===== src/source/scalar_config.svh =====
//////////////////////////////
// Widths, depths and opcode values
// of the scalar unit
//////////////////////////////
`ifndef SCALAR_CONFIG_SVH
`define SCALAR_CONFIG_SVH

// Datapath and register file
`define SCALAR_DATA_WIDTH 32
`define SCALAR_REG_COUNT 16
`define SCALAR_REG_INDEX_WIDTH 4

// Instruction memory
`define SCALAR_IMEM_DEPTH 64
`define SCALAR_ADDR_WIDTH 6

// Instruction fields
`define SCALAR_IMM_WIDTH 12
`define SCALAR_OP_WIDTH 3

// Scalar opcodes
`define SCALAR_OP_NOP 3'd0
`define SCALAR_OP_ADD 3'd1
`define SCALAR_OP_SUB 3'd2
`define SCALAR_OP_AND 3'd3
`define SCALAR_OP_OR 3'd4
`define SCALAR_OP_XOR 3'd5
`define SCALAR_OP_LI 3'd6
`define SCALAR_OP_HALT 3'd7

`endif


===== src/source/scalar_pkg.sv =====
//////////////////////////////
// Types shared by the scalar unit:
// instruction, pipeline and command structs
//////////////////////////////
`default_nettype none

`include "scalar_config.svh"

package scalar_pkg;

	typedef logic [`SCALAR_DATA_WIDTH-1:0] data_t;
	typedef logic [`SCALAR_REG_INDEX_WIDTH-1:0] reg_index_t;
	typedef logic [`SCALAR_OP_WIDTH-1:0] opcode_t;

	// Instruction word, unit bit on top
	typedef struct packed {
		logic unit;
		opcode_t opcode;
		reg_index_t dst;
		reg_index_t src1;
		reg_index_t src2;
		logic [`SCALAR_IMM_WIDTH-1:0] imm;
		// Spare low bits
		logic [3:0] reserved;
	} instr_t;

	// Decode stage register
	typedef struct packed {
		logic valid;
		logic is_vector;
		opcode_t opcode;
		reg_index_t dst;
		reg_index_t src1;
		reg_index_t src2;
		data_t imm;
		logic is_halt;
	} decoded_t;

	// Operand stage register
	typedef struct packed {
		decoded_t ctrl;
		data_t a;
		data_t b;
	} operand_t;

	// Write-back and bypass source
	typedef struct packed {
		logic valid;
		reg_index_t dst;
		data_t data;
	} result_t;

	// Command toward the vector unit
	typedef struct packed {
		opcode_t opcode;
		reg_index_t vdst;
		reg_index_t vsrc;
		data_t scalar;
	} vector_command_t;

endpackage

`default_nettype wire


===== src/source/instr_store.sv =====
//////////////////////////////
// Instruction memory with store
// handshake and registered read
//////////////////////////////
`default_nettype none
`timescale 1ns/1ps

`include "scalar_config.svh"

module instr_store (
	input wire logic clock,
	input wire logic reset,
	input wire logic enable,
	input wire logic store_valid,
	input wire scalar_pkg::instr_t store_instr,
	output logic store_ready,
	input wire logic read_request,
	input wire logic [`SCALAR_ADDR_WIDTH-1:0] read_address,
	output scalar_pkg::instr_t read_instr
);

	// One extra bit so a full memory is visible
	localparam int PTR_WIDTH = `SCALAR_ADDR_WIDTH + 1;

	scalar_pkg::instr_t mem [`SCALAR_IMEM_DEPTH];
	logic [PTR_WIDTH-1:0] store_ptr;
	logic full;
	logic store_fire;

	//////////////////////////////
	// Store side
	//////////////////////////////
	assign full = (store_ptr == PTR_WIDTH'(`SCALAR_IMEM_DEPTH));
	assign store_ready = ~full & ~enable;
	assign store_fire = store_valid & store_ready;

	always_ff @(posedge clock) begin
		if (reset) begin
			store_ptr <= '0;
		end else if (store_fire) begin
			store_ptr <= store_ptr + 1'b1;
		end
	end

	always_ff @(posedge clock) begin
		if (store_fire) begin
			mem[store_ptr[`SCALAR_ADDR_WIDTH-1:0]] <= store_instr;
		end
	end

	//////////////////////////////
	// Fetch side
	//////////////////////////////
	// Output holds while no request is made
	always_ff @(posedge clock) begin
		if (read_request) begin
			read_instr <= mem[read_address];
		end
	end

	// Fetch never runs past the loaded program
	read_in_program: assert property (@(posedge clock) disable iff (reset)
		read_request |-> ({1'b0, read_address} < store_ptr));

endmodule

`default_nettype wire


===== src/source/fetch_stage.sv =====
//////////////////////////////
// Program counter and fetch request
//////////////////////////////
`default_nettype none
`timescale 1ns/1ps

`include "scalar_config.svh"

module fetch_stage (
	input wire logic clock,
	input wire logic reset,
	input wire logic advance,
	input wire logic stop,
	output logic read_request,
	output logic [`SCALAR_ADDR_WIDTH-1:0] read_address,
	output logic fetch_valid
);

	logic [`SCALAR_ADDR_WIDTH-1:0] pc;

	// Request only when the whole pipe moves
	assign read_request = advance & ~stop;
	assign read_address = pc;

	// Valid tag trails the request by one cycle, like the memory data
	always_ff @(posedge clock) begin
		if (reset) begin
			pc <= '0;
			fetch_valid <= 1'b0;
		end else if (advance) begin
			fetch_valid <= ~stop;
			if (~stop) begin
				pc <= pc + 1'b1;
			end
		end
	end

endmodule

`default_nettype wire


===== src/source/decode_stage.sv =====
//////////////////////////////
// Field extraction, immediate
// extension and halt detection
//////////////////////////////
`default_nettype none
`timescale 1ns/1ps

`include "scalar_config.svh"

module decode_stage (
	input wire logic clock,
	input wire logic reset,
	input wire logic advance,
	input wire logic fetch_valid,
	input wire scalar_pkg::instr_t fetch_instr,
	output logic stop,
	output scalar_pkg::decoded_t decoded
);

	localparam int EXT_WIDTH = `SCALAR_DATA_WIDTH - `SCALAR_IMM_WIDTH;

	logic halted;
	logic halt_now;
	scalar_pkg::decoded_t next;

	// Halt is a scalar opcode only
	assign halt_now = fetch_valid & ~fetch_instr.unit
		& (fetch_instr.opcode == `SCALAR_OP_HALT);

	// Fetch stops once the halt is registered
	assign stop = halted;

	always_comb begin
		next.valid = fetch_valid & ~halted;
		next.is_vector = fetch_instr.unit;
		next.opcode = fetch_instr.opcode;
		next.dst = fetch_instr.dst;
		next.src1 = fetch_instr.src1;
		next.src2 = fetch_instr.src2;
		next.imm = {{EXT_WIDTH{fetch_instr.imm[`SCALAR_IMM_WIDTH-1]}}, fetch_instr.imm};
		next.is_halt = halt_now;
	end

	//////////////////////////////
	// Stage register
	//////////////////////////////
	always_ff @(posedge clock) begin
		if (reset) begin
			halted <= 1'b0;
			decoded.valid <= 1'b0;
		end else if (advance) begin
			// Sticky until reset so every later word is squashed
			halted <= halted | halt_now;
			decoded <= next;
		end
	end

endmodule

`default_nettype wire


===== src/source/operand_stage.sv =====
//////////////////////////////
// Register file and the
// two-source bypass network
//////////////////////////////
`default_nettype none
`timescale 1ns/1ps

`include "scalar_config.svh"

module operand_stage (
	input wire logic clock,
	input wire logic reset,
	input wire logic advance,
	input wire scalar_pkg::decoded_t decoded,
	input wire scalar_pkg::result_t write_back,
	input wire scalar_pkg::result_t in_flight,
	output scalar_pkg::operand_t operands
);

	scalar_pkg::data_t regs [`SCALAR_REG_COUNT];
	scalar_pkg::data_t value_a;
	scalar_pkg::data_t value_b;

	//////////////////////////////
	// Register file
	//////////////////////////////
	always_ff @(posedge clock) begin
		if (reset) begin
			for (int i = 0; i < `SCALAR_REG_COUNT; i++) begin
				regs[i] <= '0;
			end
		end else if (write_back.valid) begin
			regs[write_back.dst] <= write_back.data;
		end
	end

	//////////////////////////////
	// Bypass
	//////////////////////////////
	// Youngest result wins, then the one being written, then the file
	function automatic scalar_pkg::data_t pick_operand(
		input scalar_pkg::reg_index_t src,
		input scalar_pkg::result_t from_execute,
		input scalar_pkg::result_t from_write_back,
		input scalar_pkg::data_t from_file
	);
		if (from_execute.valid && (from_execute.dst == src)) begin
			return from_execute.data;
		end
		if (from_write_back.valid && (from_write_back.dst == src)) begin
			return from_write_back.data;
		end
		return from_file;
	endfunction

	assign value_a = pick_operand(decoded.src1, in_flight, write_back, regs[decoded.src1]);
	assign value_b = pick_operand(decoded.src2, in_flight, write_back, regs[decoded.src2]);

	//////////////////////////////
	// Stage register
	//////////////////////////////
	always_ff @(posedge clock) begin
		if (reset) begin
			operands.ctrl.valid <= 1'b0;
		end else if (advance) begin
			operands.ctrl <= decoded;
			operands.a <= value_a;
			operands.b <= value_b;
		end
	end

endmodule

`default_nettype wire


===== src/source/execute_stage.sv =====
//////////////////////////////
// ALU, write-back, vector command
// register and advance control
//////////////////////////////
`default_nettype none
`timescale 1ns/1ps

`include "scalar_config.svh"

module execute_stage (
	input wire logic clock,
	input wire logic reset,
	input wire logic enable,
	input wire scalar_pkg::operand_t operands,
	input wire logic vcmd_ready,
	output logic advance,
	output scalar_pkg::result_t in_flight,
	output scalar_pkg::result_t write_back,
	output logic vcmd_valid,
	output scalar_pkg::vector_command_t vcmd,
	output logic term
);

	scalar_pkg::data_t alu_result;
	logic scalar_write;
	logic vector_issue;
	logic halt_leaving;

	// Whole pipe freezes behind a command nobody took
	assign advance = enable & ~(vcmd_valid & ~vcmd_ready);

	//////////////////////////////
	// ALU
	//////////////////////////////
	always_comb begin
		case (operands.ctrl.opcode)
			`SCALAR_OP_ADD: alu_result = operands.a + operands.b;
			`SCALAR_OP_SUB: alu_result = operands.a - operands.b;
			`SCALAR_OP_AND: alu_result = operands.a & operands.b;
			`SCALAR_OP_OR: alu_result = operands.a | operands.b;
			`SCALAR_OP_XOR: alu_result = operands.a ^ operands.b;
			`SCALAR_OP_LI: alu_result = operands.ctrl.imm;
			default: alu_result = '0;
		endcase
	end

	// NOP and halt write nothing
	assign scalar_write = operands.ctrl.valid & ~operands.ctrl.is_vector
		& ~operands.ctrl.is_halt & (operands.ctrl.opcode != `SCALAR_OP_NOP);
	assign vector_issue = operands.ctrl.valid & operands.ctrl.is_vector;
	assign halt_leaving = advance & operands.ctrl.valid & operands.ctrl.is_halt;

	assign in_flight.valid = scalar_write;
	assign in_flight.dst = operands.ctrl.dst;
	assign in_flight.data = alu_result;

	//////////////////////////////
	// Write-back register
	//////////////////////////////
	// Valid for one cycle per instruction, the file keeps it afterwards
	always_ff @(posedge clock) begin
		if (reset) begin
			write_back.valid <= 1'b0;
		end else begin
			write_back.valid <= advance & in_flight.valid;
			write_back.dst <= in_flight.dst;
			write_back.data <= in_flight.data;
		end
	end

	//////////////////////////////
	// Vector command register
	//////////////////////////////
	always_ff @(posedge clock) begin
		if (reset) begin
			vcmd_valid <= 1'b0;
		end else if (advance) begin
			vcmd_valid <= vector_issue;
		end else if (vcmd_ready) begin
			// Taken while enable is low
			vcmd_valid <= 1'b0;
		end
	end

	// Scalar value comes from the src1 read
	always_ff @(posedge clock) begin
		if (advance && vector_issue) begin
			vcmd.opcode <= operands.ctrl.opcode;
			vcmd.vdst <= operands.ctrl.dst;
			vcmd.vsrc <= operands.ctrl.src2;
			vcmd.scalar <= operands.a;
		end
	end

	// Termination flag, held until reset
	always_ff @(posedge clock) begin
		if (reset) begin
			term <= 1'b0;
		end else if (halt_leaving) begin
			term <= 1'b1;
		end
	end

	// A command under back-pressure must not change
	vcmd_held: assert property (@(posedge clock) disable iff (reset)
		(vcmd_valid && !vcmd_ready) |=> (vcmd_valid && $stable(vcmd)));

endmodule

`default_nettype wire


===== src/source/scalar_unit.sv =====
//////////////////////////////
// Scalar unit top level
//////////////////////////////
`default_nettype none
`timescale 1ns/1ps

`include "scalar_config.svh"

module scalar_unit (
	input wire logic clock,
	input wire logic reset,
	input wire logic enable,
	input wire logic store_valid,
	input wire scalar_pkg::instr_t store_instr,
	output logic store_ready,
	output logic vcmd_valid,
	output scalar_pkg::vector_command_t vcmd,
	input wire logic vcmd_ready,
	output logic term
);

	logic advance;
	logic stop;
	logic read_request;
	logic [`SCALAR_ADDR_WIDTH-1:0] read_address;
	logic fetch_valid;
	scalar_pkg::instr_t fetch_instr;
	scalar_pkg::decoded_t decoded;
	scalar_pkg::operand_t operands;
	scalar_pkg::result_t write_back;
	scalar_pkg::result_t in_flight;

	//////////////////////////////
	// Front end
	//////////////////////////////
	instr_store imem (
		.clock(clock),
		.reset(reset),
		.enable(enable),
		.store_valid(store_valid),
		.store_instr(store_instr),
		.store_ready(store_ready),
		.read_request(read_request),
		.read_address(read_address),
		.read_instr(fetch_instr)
	);

	fetch_stage fetch (
		.clock(clock),
		.reset(reset),
		.advance(advance),
		.stop(stop),
		.read_request(read_request),
		.read_address(read_address),
		.fetch_valid(fetch_valid)
	);

	decode_stage decode (
		.clock(clock),
		.reset(reset),
		.advance(advance),
		.fetch_valid(fetch_valid),
		.fetch_instr(fetch_instr),
		.stop(stop),
		.decoded(decoded)
	);

	//////////////////////////////
	// Back end
	//////////////////////////////
	operand_stage operand (
		.clock(clock),
		.reset(reset),
		.advance(advance),
		.decoded(decoded),
		.write_back(write_back),
		.in_flight(in_flight),
		.operands(operands)
	);

	execute_stage execute (
		.clock(clock),
		.reset(reset),
		.enable(enable),
		.operands(operands),
		.vcmd_ready(vcmd_ready),
		.advance(advance),
		.in_flight(in_flight),
		.write_back(write_back),
		.vcmd_valid(vcmd_valid),
		.vcmd(vcmd),
		.term(term)
	);

endmodule

`default_nettype wire


===== config.mk =====
export PLATFORM = sky130hd
export DESIGN_NAME = scalar_unit
export DESIGN_NICKNAME = d
export VERILOG_FILES = /design/src/source/scalar_pkg.sv /design/src/source/instr_store.sv /design/src/source/fetch_stage.sv /design/src/source/decode_stage.sv /design/src/source/operand_stage.sv /design/src/source/execute_stage.sv /design/src/source/scalar_unit.sv
export VERILOG_INCLUDE_DIRS = /design/src /design/src/source
export SDC_FILE = /design/constraint.sdc
export NUM_CORES = 2
export LEC_CHECK = 0
export BUFFER_PORTS_ARGS = -buffer_cell sky130_fd_sc_hd__buf_4
export CORE_MARGIN = 8
export CORE_UTILIZATION = 45
export DETAILED_ROUTE_END_ITERATION = 10
export HOLD_SLACK_MARGIN = 0.03
export PLACE_DENSITY_LB_ADDON = 0.05
export REMOVE_ABC_BUFFERS = 1
export SETUP_SLACK_MARGIN = 0.4
export SKIP_CTS_REPAIR_TIMING = 1
export SLEW_MARGIN = 20
export SYNTH_ARGS = -nofsm -noshare
export SYNTH_HDL_FRONTEND = slang
export SYNTH_SLANG_ARGS = --single-unit

===== constraint.sdc =====
create_clock -name clock -period 14.84 [get_ports clock]
set_clock_uncertainty 0.1 [all_clocks]
set_input_delay 2.968 -clock clock [delete_from_list [all_inputs] [get_ports clock]]
set_output_delay 2.968 -clock clock [all_outputs]
set_load 0.01 [all_outputs]

==> out/metrics.json <==
{
  "outcome": {
    "outcome": "finished clean"
  },
  "placement": {
    "globalplace.congestion": 0.8603,
    "dpl_worst_slack_ps": 8123,
    "place.port_buffers": 78,
    "dp_hpwl_microns": 175500
  },
  "logic_synthesis": {
    "synthTopCellsByArea": "sky130_fd_sc_hd__edfxtp_1 (70%), sky130_fd_sc_hd__mux4_2 (19%), sky130_fd_sc_hd__and2_1 (3.0%), sky130_fd_sc_hd__ha_1 (1.1%), sky130_fd_sc_hd__clkbuf_1 (0.88%)",
    "syn_area_sq_um": 108500,
    "synthesis.area_per_instance_sq_um": 20.07,
    "synth.distinct_cells": 66,
    "netlist.top_cell.by_area": "sky130_fd_sc_hd__edfxtp_1",
    "ys_ff_latch": 2557,
    "synthCells": 5404,
    "synthArstFlopShare_pct": 0,
    "yosys_most_used_dff": "sky130_fd_sc_hd__edfxtp_1",
    "synthesis.yosys.warnings": 0,
    "seq_area_frac_synth_pct": 70.53,
    "post-synth-top-count-cell": "sky130_fd_sc_hd__edfxtp_1",
    "synth_commonest_cells": "sky130_fd_sc_hd__edfxtp_1 (2,529), sky130_fd_sc_hd__mux4_2 (909), sky130_fd_sc_hd__and2_1 (522)",
    "count_of_flip_flops_with_a_built_in_enable_after_synthesis": 2529,
    "synth_largest_type_area_fraction_pct": 70.01
  },
  "critical_path": {
    "r2r-start": "operand.operands[110]",
    "worst_setup_path_end_kind": "output port",
    "timing.reg2reg.setup_slack_ps": 8520,
    "critPathLaunchType": "input port",
    "cp_slowest_cell": "sky130_fd_sc_hd__nor2_1",
    "worstRegToRegCells": 13,
    "slowest_delay_ps": 270,
    "timing.critical_path.required_ps": 11770,
    "setup.worst_path.end": "store_ready",
    "worst_path_cell_trace": "buf_4, nor2_1, buf_4",
    "crit_path_frequent_cell": "sky130_fd_sc_hd__buf_4",
    "setup.worst_path.class": "input port to output port",
    "r2r_end": "execute.write_back[17]",
    "worst-endpoint-arrival_ps": 3640,
    "setup.worst_path.start": "enable",
    "critical_path.max_fanout": 5
  },
  "floorplan": {
    "die_h_microns": 507.0,
    "die-area_sq_um": 257000,
    "die_w_microns": 507.0,
    "io_pins": 83,
    "initial_core_util_pct": 45.18,
    "core_region_area_sq_um": 240100,
    "rows": 180
  },
  "global_route": {
    "global_route_wire_length_before_repair_microns": 436000,
    "initial_antenna_violation_count": 11,
    "via_count_of_the_first_global_routing_pass": 55910,
    "groute.usage.overall_pct": 24.09,
    "grt_overflow_total": 0,
    "grt_start_max_net_pins": 126
  },
  "finish": {
    "layout-area-overhead-vs-synth_pct": 13.00,
    "n_fill_cell": 19400,
    "final_layout_size_suffix_gt1_share_pct": 28.92,
    "num-nets-final": 5719
  },
  "timing": {
    "timing.final.crit_period_ps": 6704,
    "period_share_pct": 45.18,
    "rsz0062_at_grt": "no",
    "final-setup-viol-count": 0,
    "post-route-worst-setup-slack_ps": 8136,
    "transition_time_at_the_pin_with_the_least_slew_margin_ps": 1193,
    "finalHoldViolations": 0,
    "relSlewSlack_pct": 20.47,
    "timing.fmax_ghz": 0.1492,
    "slew_limit_fails": 0,
    "totalNegativeSetupSlack_ps": 0
  },
  "drt": {
    "drt-initial-drc-count": 5291,
    "antenna_left": 0,
    "wl_per_cell_microns": 34.75,
    "drt_pass1_iterations": 6,
    "num_vias": 53960,
    "via_per_inst": 6.012,
    "detail_route.drc_violations": 0,
    "totalWireLength_microns": 311900
  },
  "clock_tree": {
    "clk_path_buf_depth": 4,
    "clock_insertion_delay_worst_skew_ps": 920,
    "cts_sinks": 2557,
    "cts_inserted_buffers": 291,
    "htree_num_levels": 5,
    "tritoncts": "built",
    "clk_pin_slew_ps": 60,
    "root_buffer": "sky130_fd_sc_hd__clkbuf_16"
  },
  "pwr": {
    "power_leakage_nw": 39.31,
    "peakVddDrop_mv": 0.1025,
    "power_density_nw_per_um2": 133.7
  },
  "flow_run": {
    "drv_cap": 0
  },
  "worst_hold_path": {
    "worstHoldPathType": "flip-flop to flip-flop"
  }
}
-- critical path: cells and delay by family --
kind	cells	cell delay [ps]
buffers and inverters	2	390
AND/OR/NAND/NOR	1	270
-- state kept, by name (all words and copies together), names as in the netlist, 6 cells and up, named ones only --
name,count
decode.decoded,30
execute.vcmd,43
execute.write_back,37
fetch.read_address,6
imem.mem,1792
imem.read_instr,28
imem.store_ptr,7
operand.operands,90
operand.regs,512
-- worst min path at each step --
| stage | cells past startpoint | from | end | slack [ps] |
|---|---|---|---|---|
| global placement | 0 | decode.decoded[12] | operand.operands[76] | 300 |
| global route | 0 | decode.decoded[46] | operand.operands[110] | 320 |
| finish | 0 | decode.decoded[46] | operand.operands[110] | 320 |
| detailed placement | 0 | operand.operands[99] | execute.vcmd[34] | 310 |
| floorplan | 0 | imem.read_instr[13] | decode.decoded[10] | 300 |
| CTS | 0 | operand.operands[99] | execute.vcmd[34] | 320 |
-- report_power, final --
part | internal (W) | total [W] | switching, W
clock | 0.00403 | 0.00683 | 0.00279
sequential | 0.00805 | 0.00819 | 0.000135
combinational | 0.000579 | 0.00138 | 0.000799
-- logic make-up after synthesis --
kind of cell / after synthesis / synth area share [%]
AO/OA/AOI/OAI: 313 / 1.761
flip-flops: 2557 / 70.53
multiplexers: 985 / 19.62
buffers and inverters: 443 / 1.614
AND/OR/NAND/NOR: 928 / 4.693
adder cells (fa/ha/maj): 100 / 1.160
XOR/XNOR: 78 / 0.6298
-- layout make-up --
class | instances | area, sq um | share of cell area, %
antenna | 19 | 47.55 | 0.03879
clock buffer | 359 | 7652 | 6.243
clock inverter | 123 | 1200 | 0.9789
inverter | 94 | 354.1 | 0.2889
multi-input combinational | 2404 | 30970 | 25.27
sequential | 2557 | 76550 | 62.45
tap | 3185 | 3985 | 3.251
timing repair buffer | 234 | 1819 | 1.484
-- cell usage in the layout, fill, tap and decap left out, types with 13 or more instances in the layout --
cell type and count:
sky130_fd_sc_hd__a21oi_1 85, sky130_fd_sc_hd__a22oi_1 18, sky130_fd_sc_hd__and2_1 522, sky130_fd_sc_hd__buf_4 229, sky130_fd_sc_hd__bufinv_16 23, sky130_fd_sc_hd__clkbuf_1 61, sky130_fd_sc_hd__clkbuf_16 295, sky130_fd_sc_hd__clkinv_1 61
sky130_fd_sc_hd__clkinv_2 25, sky130_fd_sc_hd__dfxtp_1 14, sky130_fd_sc_hd__diode_2 19, sky130_fd_sc_hd__edfxtp_1 2529, sky130_fd_sc_hd__ha_1 99, sky130_fd_sc_hd__inv_1 91, sky130_fd_sc_hd__mux2_2 37, sky130_fd_sc_hd__mux2i_1 39
sky130_fd_sc_hd__mux4_2 909, sky130_fd_sc_hd__nand2_1 141, sky130_fd_sc_hd__nand3_1 18, sky130_fd_sc_hd__nor2_1 81, sky130_fd_sc_hd__nor2_4 78, sky130_fd_sc_hd__o211ai_1 13, sky130_fd_sc_hd__o21a_1 15, sky130_fd_sc_hd__o21ai_0 90
sky130_fd_sc_hd__xnor2_1 53, sky130_fd_sc_hd__xor2_1 25
-- metal layers --
layer / GRT usage (%) / vias up / part of all wire, %
met4: 11.01 / 0 / 5.3
met2: 42.26 / 1596 / 52
met3: 2.692 / 558 / 4.3
met1: 30.23 / 29330 / 39
met5: 0 / - / 0
li1: - / 22480 / -
-- through the flow --
stage	instances	area [sq um]	util [%]	hold WS [ps]	total power [W]
floorplan	5055	107100	-	300.3	0.009494
global placement	8474	113700	47.35	304.1	0.009727
detailed placement	8474	113700	47.35	305.2	0.009742
CTS	8956	122500	51.04	318.3	0.01656
global route	8958	122500	51.04	317.6	0.01688
finish	8975	122600	51.06	315.2	0.01639
No activity file was read; power rests on OpenSTA's default activity.
